==> src/common/blur_config.svh <==
`ifndef BLUR_CONFIG_SVH
`define BLUR_CONFIG_SVH

// Datapath widths
`define BLUR_PIX_W      12              // RGB444 pixel
`define BLUR_COL_W      10              // Column counter
`define BLUR_CNT_W      26              // Wait and reset counters
`define BLUR_ADDR_W     5               // AXI4-Lite byte address

// Register offsets
`define BLUR_REG_CTRL   5'h00
`define BLUR_REG_WAIT   5'h04
`define BLUR_REG_RESET  5'h08
`define BLUR_REG_WINDOW 5'h0C
`define BLUR_REG_STATUS 5'h10

// Register reset values
`define BLUR_DEF_WAIT   26'd50_000_000  // One second at 50 MHz
`define BLUR_DEF_RESET  26'd50_000_000
`define BLUR_DEF_XLO    10'd0
`define BLUR_DEF_XHI    10'd639         // Full VGA line

`endif

==> src/common/blur_pkg.sv <==
`include "blur_config.svh"

package blur_pkg;

    // One RGB444 pixel, red in the top nibble
    typedef struct packed {
        logic [`BLUR_PIX_W/3-1:0] r;
        logic [`BLUR_PIX_W/3-1:0] g;
        logic [`BLUR_PIX_W/3-1:0] b;
    } pixel_t;

    // Send-select FSM states, also reported in the status word
    typedef enum logic [1:0] {
        SEL_IDLE = 2'd0,
        SEL_RAW  = 2'd1,  // Unfiltered frame to sender
        SEL_WAIT = 2'd2,  // Gap between frames
        SEL_BLUR = 2'd3   // Blurred frame to sender
    } sel_state_t;

    // AXI4-Lite register map
    typedef enum logic [`BLUR_ADDR_W-1:0] {
        REG_CTRL   = `BLUR_REG_CTRL,
        REG_WAIT   = `BLUR_REG_WAIT,
        REG_RESET  = `BLUR_REG_RESET,
        REG_WINDOW = `BLUR_REG_WINDOW,
        REG_STATUS = `BLUR_REG_STATUS   // Read only
    } reg_addr_t;

    typedef enum logic [1:0] {
        RESP_OKAY   = 2'b00,
        RESP_SLVERR = 2'b10
    } axi_resp_t;

endpackage

==> src/logic/blur_top.sv <==
`timescale 1ns/1ps
`include "blur_config.svh"

module blur_top (
    input  logic                    clk,
    input  logic                    reset,

    input  logic [`BLUR_ADDR_W-1:0] awaddr,
    input  logic                    awvalid,
    output logic                    awready,
    input  logic [31:0]             wdata,
    input  logic                    wvalid,
    output logic                    wready,
    output blur_pkg::axi_resp_t     bresp,
    output logic                    bvalid,
    input  logic                    bready,
    input  logic [`BLUR_ADDR_W-1:0] araddr,
    input  logic                    arvalid,
    output logic                    arready,
    output logic [31:0]             rdata,
    output blur_pkg::axi_resp_t     rresp,
    output logic                    rvalid,
    input  logic                    rready,

    input  blur_pkg::pixel_t        pix_in,
    input  logic                    pix_valid,
    input  logic                    pix_sol,       // First pixel of a line

    input  logic [3:0]              table_state,
    input  logic                    image_ready,

    output blur_pkg::pixel_t        data_out,
    output logic                    data_valid,
    output logic                    sender_reset
);

    logic                   enable;
    logic [3:0]             match_state;
    logic [`BLUR_CNT_W-1:0] wait_time;
    logic [`BLUR_CNT_W-1:0] reset_time;
    logic [`BLUR_COL_W-1:0] x_lo;
    logic [`BLUR_COL_W-1:0] x_hi;
    blur_pkg::sel_state_t   sel_state;     // Fed back to status
    blur_pkg::pixel_t       raw_pix;
    blur_pkg::pixel_t       blur_pix;
    logic                   blur_valid;

    blur_regs u_regs (
        .clk(clk), .reset(reset),
        .awaddr(awaddr), .awvalid(awvalid), .awready(awready),
        .wdata(wdata), .wvalid(wvalid), .wready(wready),
        .bresp(bresp), .bvalid(bvalid), .bready(bready),
        .araddr(araddr), .arvalid(arvalid), .arready(arready),
        .rdata(rdata), .rresp(rresp), .rvalid(rvalid), .rready(rready),
        .sel_state(sel_state),
        .enable(enable), .match_state(match_state),
        .wait_time(wait_time), .reset_time(reset_time),
        .x_lo(x_lo), .x_hi(x_hi)
    );

    face_blur u_blur (
        .clk(clk), .reset(reset),
        .pix_in(pix_in), .pix_valid(pix_valid), .pix_sol(pix_sol),
        .x_lo(x_lo), .x_hi(x_hi),
        .raw_out(raw_pix), .blur_out(blur_pix), .blur_valid(blur_valid)
    );

    image_send_select u_select (
        .clk(clk), .reset(reset),
        .norm_in(raw_pix), .blur_in(blur_pix), .in_valid(blur_valid),
        .table_state(table_state), .image_ready(image_ready),
        .enable(enable), .match_state(match_state),
        .wait_time(wait_time), .reset_time(reset_time),
        .state_out(sel_state), .sender_reset(sender_reset),
        .data_out(data_out), .data_valid(data_valid)
    );

endmodule

==> src/logic/face_blur.sv <==
`timescale 1ns/1ps
`include "blur_config.svh"

module face_blur (
    input  logic                    clk,
    input  logic                    reset,
    input  blur_pkg::pixel_t        pix_in,
    input  logic                    pix_valid,
    input  logic                    pix_sol,
    input  logic [`BLUR_COL_W-1:0]  x_lo,
    input  logic [`BLUR_COL_W-1:0]  x_hi,
    output blur_pkg::pixel_t        raw_out,
    output blur_pkg::pixel_t        blur_out,
    output logic                    blur_valid
);

    localparam int CH_W = `BLUR_PIX_W / 3;

    logic [`BLUR_COL_W-1:0] col_cnt;    // Column of the next pixel
    logic [`BLUR_COL_W-1:0] cur_col;    // Column of pix_in
    blur_pkg::pixel_t       p1;         // Previous pixel
    blur_pkg::pixel_t       p2;         // Pixel before that
    blur_pkg::pixel_t       tap1;
    blur_pkg::pixel_t       tap2;
    blur_pkg::pixel_t       avg_pix;
    logic                   in_window;

    // 1-2-1 weighted average of one channel, truncated
    function automatic logic [CH_W-1:0] ch_avg(
        input logic [CH_W-1:0] far_v,
        input logic [CH_W-1:0] near_v,
        input logic [CH_W-1:0] cur_v
    );
        logic [CH_W+1:0] sum;
        sum = {2'b00, far_v} + {1'b0, near_v, 1'b0} + {2'b00, cur_v};
        return sum[CH_W+1:2];
    endfunction

    assign cur_col = pix_sol ? '0 : col_cnt;

    // History is replicated from the center pixel at line start
    always_comb begin : tap_select
        if (cur_col == '0) begin
            tap1 = pix_in;
            tap2 = pix_in;
        end else if (cur_col == `BLUR_COL_W'(1)) begin
            tap1 = p1;
            tap2 = p1;
        end else begin
            tap1 = p1;
            tap2 = p2;
        end
    end

    always_comb begin : channel_avg
        avg_pix.r = ch_avg(tap2.r, tap1.r, pix_in.r);
        avg_pix.g = ch_avg(tap2.g, tap1.g, pix_in.g);
        avg_pix.b = ch_avg(tap2.b, tap1.b, pix_in.b);
    end

    assign in_window = (cur_col >= x_lo) && (cur_col <= x_hi);   // Inclusive bounds

    always_ff @(posedge clk) begin : col_track
        if (reset) begin
            col_cnt    <= '0;
            blur_valid <= 1'b0;
        end else begin
            blur_valid <= pix_valid;
            if (pix_valid) begin
                col_cnt <= cur_col + 1'b1;
            end
        end
    end

    always_ff @(posedge clk) begin : pixel_pipe
        if (pix_valid) begin
            p1       <= pix_in;
            p2       <= p1;
            raw_out  <= pix_in;   // Kept in step with blur_out
            blur_out <= in_window ? avg_pix : pix_in;
        end
    end

endmodule

==> src/logic/image_send_select.sv <==
`timescale 1ns/1ps
`include "blur_config.svh"

module image_send_select (
    input  logic                    clk,
    input  logic                    reset,
    input  blur_pkg::pixel_t        norm_in,
    input  blur_pkg::pixel_t        blur_in,
    input  logic                    in_valid,
    input  logic [3:0]              table_state,
    input  logic                    image_ready,   // Frame received by sender
    input  logic                    enable,
    input  logic [3:0]              match_state,
    input  logic [`BLUR_CNT_W-1:0]  wait_time,
    input  logic [`BLUR_CNT_W-1:0]  reset_time,
    output blur_pkg::sel_state_t    state_out,
    output logic                    sender_reset,  // Active low
    output blur_pkg::pixel_t        data_out,
    output logic                    data_valid
);

    blur_pkg::sel_state_t   state;
    blur_pkg::sel_state_t   next_state;
    logic [`BLUR_CNT_W-1:0] wait_cnt;
    logic [`BLUR_CNT_W-1:0] pulse_cnt;
    logic                   sending;
    logic                   pulse_hit;

    assign sending   = (state == blur_pkg::SEL_RAW) || (state == blur_pkg::SEL_BLUR);
    assign pulse_hit = sending && (pulse_cnt == reset_time);

    always_comb begin : fsm_next
        case (state)
            blur_pkg::SEL_IDLE:
                next_state = (enable && table_state == match_state) ?
                             blur_pkg::SEL_RAW : blur_pkg::SEL_IDLE;
            blur_pkg::SEL_RAW:
                next_state = image_ready ? blur_pkg::SEL_WAIT : blur_pkg::SEL_RAW;
            blur_pkg::SEL_WAIT:
                next_state = (wait_cnt == wait_time) ? blur_pkg::SEL_BLUR : blur_pkg::SEL_WAIT;
            blur_pkg::SEL_BLUR:
                next_state = image_ready ? blur_pkg::SEL_IDLE : blur_pkg::SEL_BLUR;
            default:
                next_state = blur_pkg::SEL_IDLE;
        endcase
    end

    always_ff @(posedge clk) begin : fsm_state
        if (reset) begin
            state <= blur_pkg::SEL_IDLE;
        end else begin
            state <= next_state;
        end
    end

    // Counts from 0 on entry, so WAIT lasts wait_time+1 cycles
    always_ff @(posedge clk) begin : wait_counter
        if (reset) begin
            wait_cnt <= '0;
        end else if (state == blur_pkg::SEL_WAIT) begin
            wait_cnt <= wait_cnt + 1'b1;
        end else begin
            wait_cnt <= '0;
        end
    end

    always_ff @(posedge clk) begin : pulse_counter
        if (reset) begin
            pulse_cnt <= '0;
        end else if (!sending || pulse_hit) begin
            pulse_cnt <= '0;   // Restart after each pulse
        end else begin
            pulse_cnt <= pulse_cnt + 1'b1;
        end
    end

    assign sender_reset = !pulse_hit;
    assign state_out    = state;

    always_comb begin : pixel_route
        case (state)
            blur_pkg::SEL_RAW: begin
                data_out   = norm_in;
                data_valid = in_valid;
            end
            blur_pkg::SEL_BLUR: begin
                data_out   = blur_in;
                data_valid = in_valid;
            end
            default: begin
                data_out   = '0;   // Nothing sent while idle or waiting
                data_valid = 1'b0;
            end
        endcase
    end

endmodule

==> src/regs/blur_regs.sv <==
`timescale 1ns/1ps
`include "blur_config.svh"

module blur_regs (
    input  logic                     clk,
    input  logic                     reset,

    input  logic [`BLUR_ADDR_W-1:0]  awaddr,
    input  logic                     awvalid,
    output logic                     awready,
    input  logic [31:0]              wdata,
    input  logic                     wvalid,
    output logic                     wready,
    output blur_pkg::axi_resp_t      bresp,
    output logic                     bvalid,
    input  logic                     bready,

    input  logic [`BLUR_ADDR_W-1:0]  araddr,
    input  logic                     arvalid,
    output logic                     arready,
    output logic [31:0]              rdata,
    output blur_pkg::axi_resp_t      rresp,
    output logic                     rvalid,
    input  logic                     rready,

    input  blur_pkg::sel_state_t     sel_state,
    output logic                     enable,
    output logic [3:0]               match_state,
    output logic [`BLUR_CNT_W-1:0]   wait_time,
    output logic [`BLUR_CNT_W-1:0]   reset_time,
    output logic [`BLUR_COL_W-1:0]   x_lo,
    output logic [`BLUR_COL_W-1:0]   x_hi
);

    localparam int CNT_PAD = 32 - `BLUR_CNT_W;
    localparam int COL_PAD = 16 - `BLUR_COL_W;

    logic        wr_fire;
    logic        rd_fire;
    logic        wr_hit;    // Writable offset
    logic        rd_hit;    // Mapped offset
    logic [31:0] rd_word;

    // Address and data are taken together, and only with no response pending
    assign awready = awvalid && wvalid && !bvalid;
    assign wready  = awready;
    assign wr_fire = awvalid && awready && wvalid && wready;

    assign arready = !rvalid;   // Hold off new reads while rdata is owed
    assign rd_fire = arvalid && arready;

    always_comb begin : write_decode
        case (awaddr)
            blur_pkg::REG_CTRL,
            blur_pkg::REG_WAIT,
            blur_pkg::REG_RESET,
            blur_pkg::REG_WINDOW: wr_hit = 1'b1;
            default:              wr_hit = 1'b0;   // Status and holes
        endcase
    end

    always_comb begin : read_decode
        rd_hit  = 1'b1;
        rd_word = 32'd0;
        case (araddr)
            blur_pkg::REG_CTRL:   rd_word = {24'd0, match_state, 3'd0, enable};
            blur_pkg::REG_WAIT:   rd_word = {{CNT_PAD{1'b0}}, wait_time};
            blur_pkg::REG_RESET:  rd_word = {{CNT_PAD{1'b0}}, reset_time};
            blur_pkg::REG_WINDOW: rd_word = {{COL_PAD{1'b0}}, x_hi, {COL_PAD{1'b0}}, x_lo};
            blur_pkg::REG_STATUS: rd_word = {30'd0, sel_state};   // Live FSM state
            default:              rd_hit  = 1'b0;
        endcase
    end

    always_ff @(posedge clk) begin : ctrl_regs
        if (reset) begin
            enable      <= 1'b0;
            match_state <= 4'd0;
            wait_time   <= `BLUR_DEF_WAIT;
            reset_time  <= `BLUR_DEF_RESET;
            x_lo        <= `BLUR_DEF_XLO;
            x_hi        <= `BLUR_DEF_XHI;
        end else if (wr_fire) begin
            case (awaddr)
                blur_pkg::REG_CTRL: begin
                    enable      <= wdata[0];
                    match_state <= wdata[7:4];
                end
                blur_pkg::REG_WAIT: begin
                    wait_time <= wdata[`BLUR_CNT_W-1:0];
                end
                blur_pkg::REG_RESET: begin
                    reset_time <= wdata[`BLUR_CNT_W-1:0];
                end
                blur_pkg::REG_WINDOW: begin
                    x_lo <= wdata[`BLUR_COL_W-1:0];
                    x_hi <= wdata[16+`BLUR_COL_W-1:16];
                end
                default: begin
                    enable <= enable;   // Rejected with SLVERR
                end
            endcase
        end
    end

    always_ff @(posedge clk) begin : write_resp
        if (reset) begin
            bvalid <= 1'b0;
        end else if (wr_fire) begin
            bvalid <= 1'b1;
        end else if (bready) begin
            bvalid <= 1'b0;
        end
    end

    always_ff @(posedge clk) begin : write_resp_code
        if (wr_fire) begin
            bresp <= wr_hit ? blur_pkg::RESP_OKAY : blur_pkg::RESP_SLVERR;
        end
    end

    always_ff @(posedge clk) begin : read_resp
        if (reset) begin
            rvalid <= 1'b0;
        end else if (rd_fire) begin
            rvalid <= 1'b1;
        end else if (rready) begin
            rvalid <= 1'b0;
        end
    end

    // Data captured once per read, stable under back-pressure
    always_ff @(posedge clk) begin : read_data
        if (rd_fire) begin
            rdata <= rd_word;
            rresp <= rd_hit ? blur_pkg::RESP_OKAY : blur_pkg::RESP_SLVERR;
        end
    end

endmodule

==> config.mk <==
export PLATFORM = sky130hd
export DESIGN_NAME = blur_top
export DESIGN_NICKNAME = d
export VERILOG_FILES = /design/src/common/blur_pkg.sv /design/src/logic/blur_top.sv /design/src/logic/face_blur.sv /design/src/logic/image_send_select.sv /design/src/regs/blur_regs.sv
export VERILOG_INCLUDE_DIRS = /design/src /design/src/common
export SDC_FILE = /design/constraint.sdc
export NUM_CORES = 1
export LEC_CHECK = 0
export BUFFER_PORTS_ARGS = -buffer_cell sky130_fd_sc_hd__buf_2
export CAP_MARGIN = 20
export CORE_AREA = 2 2 144 146
export CTS_BUF_LIST = sky130_fd_sc_hd__clkbuf_8
export CTS_CLUSTER_SIZE = 20
export DETAILED_ROUTE_END_ITERATION = 7
export DIE_AREA = 0 0 146 148
export HOLD_SLACK_MARGIN = 0.05
export PLACE_DENSITY = 0.78
export SETUP_SLACK_MARGIN = 0.15
export SYNTH_ARGS = -nofsm -noshare
export SYNTH_HDL_FRONTEND = slang
export SYNTH_SLANG_ARGS = --single-unit
==> constraint.sdc <==
create_clock -name clk -period 3.7 [get_ports clk]
set_clock_uncertainty 0.1 [all_clocks]
set_input_delay 0 -clock clk [delete_from_list [all_inputs] [get_ports clk]]
set_output_delay 0 -clock clk [all_outputs]
set_load 0.1 [all_outputs]
[After elaboration in Yosys (flattened, before gate mapping)]
Cells that the tools add are included.
Operators by class
  multiplexer cells: 21
  eq/ne operators: 14
  magnitude comparators: 2
  add/subtract/negate cells: 9
  reductions and logical operators: 30
  bitwise operators: 1
Operators with widths (count)
  26-bit case mux with 5 select lines: 1
  26-bit by 1-bit adder with 26-bit output, second input constant: 2
  26-bit == test: 2
  12-bit two-way mux: 4
  12-bit case mux with 2 select lines: 1
  5-bit by 4-bit == test with 1-bit output, second input constant: 4
  4-bit by 5-bit adder with 6-bit output: 3
  6-bit by 4-bit adder with 6-bit output: 3
  10-bit by 1-bit adder with 10-bit output, second input constant: 1
  10-bit by 1-bit == test with 1-bit output, second input constant: 1
  5-bit by 3-bit == test with 1-bit output, second input constant: 2
  10-bit greater-or-equal comparator: 1
  10-bit less-or-equal comparator: 1
  10-bit zero test: 1
  5-bit zero test: 2
  10-bit two-way mux: 1
  1-bit logical AND: 9
  1-bit two-way mux: 9
  2-bit two-way mux: 4
  2-bit case mux with 4 select lines: 1
  2-bit AND reduction: 4
  2-bit OR reduction: 3
  5-bit == test, second input constant: 1
  5-bit OR reduction: 1
  9 further kinds: 15
Storage, ports and cells
  word-level logic and storage cells: 102
  register bits: 216
  input bits: 68

[Depth between registers and ports, before layout]
  word-level depth: 7
  depth in mapped cells: 18

[By module]
Synthesis repeated with hierarchy kept, for this count alone.
Second synthesis, totals
  cell total of the unflattened synthesis: 1123
  area total of the unflattened synthesis: 11278.3 um^2
Modules (own cells, without submodules)
  blur_regs: area an instance 4698.3 um^2, times used 1, seq. area each 2422.3 um^2, cells each 423
  face_blur: area an instance 3349.5 um^2, times used 1, seq. area each 1301.2 um^2, cells each 333
  image_send_select: area an instance 3230.6 um^2, times used 1, seq. area each 1081.0 um^2, cells each 367

[Least setup slack after synthesis]
Ideal clock, no wire load.
  path kind: register -> register
  from: reg u_blur.col_cnt[0]
  to: reg u_blur.blur_out[2] (netlist name), data pin
  required time: 3.340 ns
  stages on the path, launching flop included: 17
  setup slack: -0.165 ns
  buffers on the path: 3
  setup time: 0.260 ns
  clock period less this slack: 3.865 ns
  arrival time: 3.505 ns
  cell sequence: dfxtp_1 nor2b_1 clkbuf_1 inv_1 ha_1 clkbuf_1 nand2_1 clkbuf_1 o21ai_0 fa_1 inv_1 ha_1 a31o_2 a21oi_1 xor2_1 o31ai_1 mux2_2
On the way
  cells in the longest elaborated chain, start to end: 7
  elaborated cells on any way between the ends: 12
  those cells by class: add/sub (2); order compare (2); eq/ne (1); mux (5); reduce/logical (2)
RTL lines
  start: declaration: line face_blur.sv:19  | logic [`BLUR_COL_W-1:0] col_cnt;
  start signal: assignment: line face_blur.sv:70  | col_cnt <= cur_col + 1'b1;
  10-bit two-way mux *: line face_blur.sv:39  | assign cur_col = pix_sol ? '0 : col_cnt;
  10-bit by 1-bit == test with 1-bit output: line face_blur.sv:46  | end else if (cur_col == `BLUR_COL_W'(1)) begin
  12-bit two-way mux: line face_blur.sv:46
  12-bit two-way mux: line face_blur.sv:43  | if (cur_col == '0) begin
  4-bit by 5-bit adder with 6-bit output: line face_blur.sv:35  | sum = {2'b00, far_v} + {1'b0, near_v, 1'b0} + {2'b00, cur_v};
  6-bit by 4-bit adder with 6-bit output: line face_blur.sv:35
  12-bit two-way mux *: line face_blur.sv:80  | blur_out <= in_window ? avg_pix : pix_in;
  end signal: assignment: line face_blur.sv:80
  end: declaration: line face_blur.sv:13  | output blur_pkg::pixel_t blur_out,
Every way passes the cells marked *; elsewhere a longest branch is shown, timed or not.
A chain may end at the register's enable or synchronous reset.

[Final worst setup path]
  from: reg u_blur.col_cnt[2]
  to: reg u_blur.blur_out[6] (netlist name), data pin
Same word-level chain as after synthesis.

==> flow_metrics.env <==
export IMPL_yosysUniqueCellTypes=60
export IMPL_slowest_delay_ps=590
export IMPL_ys_flop_type="dfxtp_1"
export IMPL_worst_pin_slew_ps=1050
export IMPL_io_pins=123
export IMPL_max_vdd_ir_drop_uv=325
export IMPL_core_region_area_mm2=0.0200
export IMPL_tritoncts="built"
export IMPL_rsz0062_at_grt="true"
export IMPL_place_congestion=0.868
export IMPL_crit_chain="nor4_1 -> a21o_2 -> buf_4 -> buf_4 -> nand3_1 -> nand3_1 -> o21ai_0 -> fa_1 -> inv_1 -> ha_1 -> and4_1 -> o21a_1 -> a221oi_2 -> xor2_1 -> mux2i_1"
export IMPL_fin_tns_setup_ps=0
export IMPL_drtAntennaViolNets=0
export IMPL_fin_ws_ps=195
export IMPL_synthCells=1182
export IMPL_layout_min_cycle_time_ps=3510
export IMPL_whs_ps=95.7
export IMPL_die_w_um=146
export IMPL_clock_power_share_pct=40.0
export IMPL_yosysMostFrequentCell="nand2_1"
export IMPL_dp_slack_ps=55.3
export IMPL_synth_edff_count=64
export IMPL_seq_area_frac_synth_pct=44.0
export IMPL_path_clk_slew_ps=60
export IMPL_grt_first_pass_wirelength_mm=45.6
export IMPL_wl_mm=28.8
export IMPL_synthArstFlopShare_pct=0
export IMPL_end_kind="flop"
export IMPL_cp_slowest_cell="fa_1"
export IMPL_htreeDepth=2
export IMPL_final_nets=1470
export IMPL_setup_viol=0
export IMPL_seq_area_mm2=0.00480
export IMPL_cts_root_buffer="clkbuf_8"
export IMPL_ys_top_cells_by_count="192 x nand2_1, 144 x dfxtp_1, 111 x nor2_1, 64 x edfxtp_1"
export IMPL_hold_viol_final=0
export IMPL_synth_top_area_cell="dfxtp_1"
export IMPL_path_max_fanout=5
export IMPL_ys_ff_latch=208
export IMPL_fp_row_count=52
export IMPL_grt_pass1_vias=8908
export IMPL_drtIter0Drc=782
export IMPL_multi_input_area_mm2=0.00566
export IMPL_cts_buffer_depth=3
export IMPL_cap_violations=0
export IMPL_postSynthAreaPerCell_um2=9.24
export IMPL_grt_start_max_net_pins=56
export IMPL_swShare_pct=28.2
export IMPL_cts_sinks=208
export IMPL_fillCellCount=1576
export IMPL_worstSetupPathType="flop to flop"
export IMPL_port_buffer_count=108
export IMPL_power_internal_uw=4010
export IMPL_grt_overflow_total=0
export IMPL_p_leak_uw=0.00532
export IMPL_status="finished, final reports clean"
export IMPL_area_delta_synth_final_pct=20.5
export IMPL_fp_dieH_um=148
export IMPL_start_kind="flop"
export IMPL_grt_usage_pct=26.3
export IMPL_hp_class="input port to flop"
export IMPL_drcViolationCount=0
export IMPL_die_area_mm2=0.0216
export IMPL_total_power_uw=5580
export IMPL_slew_viol_final=0
export IMPL_layout_drive_gt1_share_pct=17.5
export IMPL_vias_per_cell=5.52
export IMPL_synth_warnings=0
export IMPL_clkLatencyLatePin_ps=560
export IMPL_wl_per_cell_um=17.4
export IMPL_relSlewSlack_pct=29.8
export IMPL_power_frac_comb_pct=15.1
export IMPL_start_util_pct=54.5
export IMPL_cellPowerDensity_mw_per_mm2=424
export IMPL_dr_pass1_iters=5
export IMPL_syn_cell_area_mm2=0.0109
export IMPL_pwr_share_seq_pct=44.9
export IMPL_synth_top_area_share_pct=26.4
export IMPL_power_switching_uw=1570
export IMPL_finalCritPeriodShare_pct=94.7
export IMPL_hpwl_mm=19.3
export IMPL_worstPathRequired_ps=3900
export IMPL_vias=9153
export IMPL_arrival_ps=3710
export IMPL_synth_area_leaders="dfxtp_1 26%, edfxtp_1 18%, nand2_1 6.6%, xnor2_1 4.8%, xor2_1 4.5%"
export IMPL_antenna_found_initial=2
export IMPL_fmax_mhz=285
export IMPL_cts_inserted_buffers=37
==> stage by stage <==
| stage | instance area (µm²) | std cells | util (%) |
|---|---|---|---|
| 3_5_place_dp | 11600 | 1517 | 58.0 |
| 4_1_cts | 13000 | 1650 | 65.1 |
| 5_1_grt | 13100 | 1655 | 65.6 |
| 6_report | 13200 | 1657 | 65.6 |
| 2_1_floorplan | 11000 | 1189 | - |
| 3_3_place_gp | 11600 | 1517 | 58.0 |
==> worst paths after layout <==
kind / cells after the start / slack (ps) / to / startpoint
worst max-delay path: 15 / 190 / u_blur.blur_out[6] / u_blur.col_cnt[2]
worst min-delay path: 2 / 100 / u_blur.p1[7] / pix_in[7]
worst max register to register: 15 / 190 / u_blur.blur_out[6] / u_blur.col_cnt[2]
worst min register to register: 2 / 380 / u_regs.x_lo[6] / u_regs.x_lo[6]
==> state kept, by name, indices dropped and copies added, names as in the netlist <==
signal              flops
u_blur.blur_out        12
u_blur.blur_valid       1
u_blur.col_cnt         10
u_blur.p1               8
u_blur.p2              12
u_blur.raw_out          4
u_regs.bresp            1
u_regs.bvalid           1
u_regs.enable           1
u_regs.match_state      4
u_regs.rdata           26
u_regs.reset_time      26
u_regs.rresp            1
u_regs.rvalid           1
u_regs.wait_time       26
u_regs.x_hi            10
u_regs.x_lo            10
u_select.pulse_cnt     26
u_select.state_out      2
u_select.wait_cnt      26
==> placed cells by master (no fill, tap or decap), types with 8 or more instances in the layout <==
cell type / synthesis / layout
conb_1: 1 / 8
nand2_1: 192 / 190
mux2i_1: 36 / 36
nand4_1: 20 / 20
ha_1: 34 / 30
nor3_1: 9 / 9
fa_1: 12 / 11
and3_1: 8 / 8
xor2_1: 56 / 56
a21oi_1: 56 / 55
mux2_2: 23 / 23
xnor2_1: 60 / 60
clkinv_2: 0 / 11
clkbuf_8: 0 / 40
nor4_1: 11 / 10
buf_4: 16 / 19
edfxtp_1: 64 / 64
a21o_1: 9 / 8
nor2_1: 111 / 111
dfxtp_1: 144 / 144
a22oi_1: 27 / 27
nand3_1: 32 / 32
inv_1: 60 / 65
o21ai_0: 24 / 23
nor2b_1: 26 / 24
dlygate4sd3_1: 0 / 64
buf_2: 9 / 108
nand3b_1: 34 / 34
==> metal layers <==
layer  vias to the layer above  share of wire (%)  wire length, µm  global-route usage, %
li1                       4369                  -                -                      -
met5                         -              0.045               13                      0
met4                         2                3.5             1010                   9.42
met2                       351                 49            14200                   46.0
met1                      4346                 40            11500                   32.7
met3                        85                7.4             2130                   5.03
==> what timing repair did <==
action | 4_1_cts | 5_1_grt
pin swaps | 2 | 7
cloned | 0 | 1
endpoints found under the setup margin | 3 | 5
hold buffers | 64 | 0
hold endpoints to repair | 131 | 0
resized for setup | 2 | 14
setup buffers | 1 | 4
==> area by class of cell <==
type / instances / share of cell area [%]
Tap cell: 270 / 2.57
Sequential cell: 208 / 36.5
Inverter: 60 / 1.71
Timing Repair Buffer: 194 / 10.3
Multi-Input combinational cell: 855 / 43.1
Clock buffer: 40 / 4.19
Clock inverter: 28 / 1.60
Antenna cell: 2 / 0.0380
==> critical path, delay by kind of cell (launching register included) <==
kind | cells | cell delay [ps]
flip-flops | 1 | 340
XOR/XNOR | 1 | 170
AO/OA/AOI/OAI | 4 | 780
adder cells (fa/ha/maj) | 2 | 870
multiplexers | 1 | 80
buffers and inverters | 3 | 320
AND/OR/NAND/NOR | 4 | 620
==> power groups by stage <==
| stage | registers (µW) | clock network, µW | logic (µW) |
|---|---|---|---|
| 2_1_floorplan | 2670 | 0 | 445 |
| 3_3_place_gp | 2550 | 0 | 719 |
| 3_5_place_dp | 2550 | 0 | 740 |
| 4_1_cts | 2500 | 2250 | 794 |
| 5_1_grt | 2510 | 2360 | 912 |
| 6_report | 2500 | 2230 | 846 |
==> cells by family (layout without fill, tap and decap cells) <==
group	after synthesis	in the layout	synth area share, %
mux	60	60	5.78
buf+inv	127	322	5.09
xor+xnor	116	116	9.31
flops	208	208	44.0
simple gates	484	485	21.8
fa+ha+maj	46	46	6.10
other cells	1	10	0.0344
compound gates	140	140	7.89
Note: power is estimated with default switching activity, not from simulation.
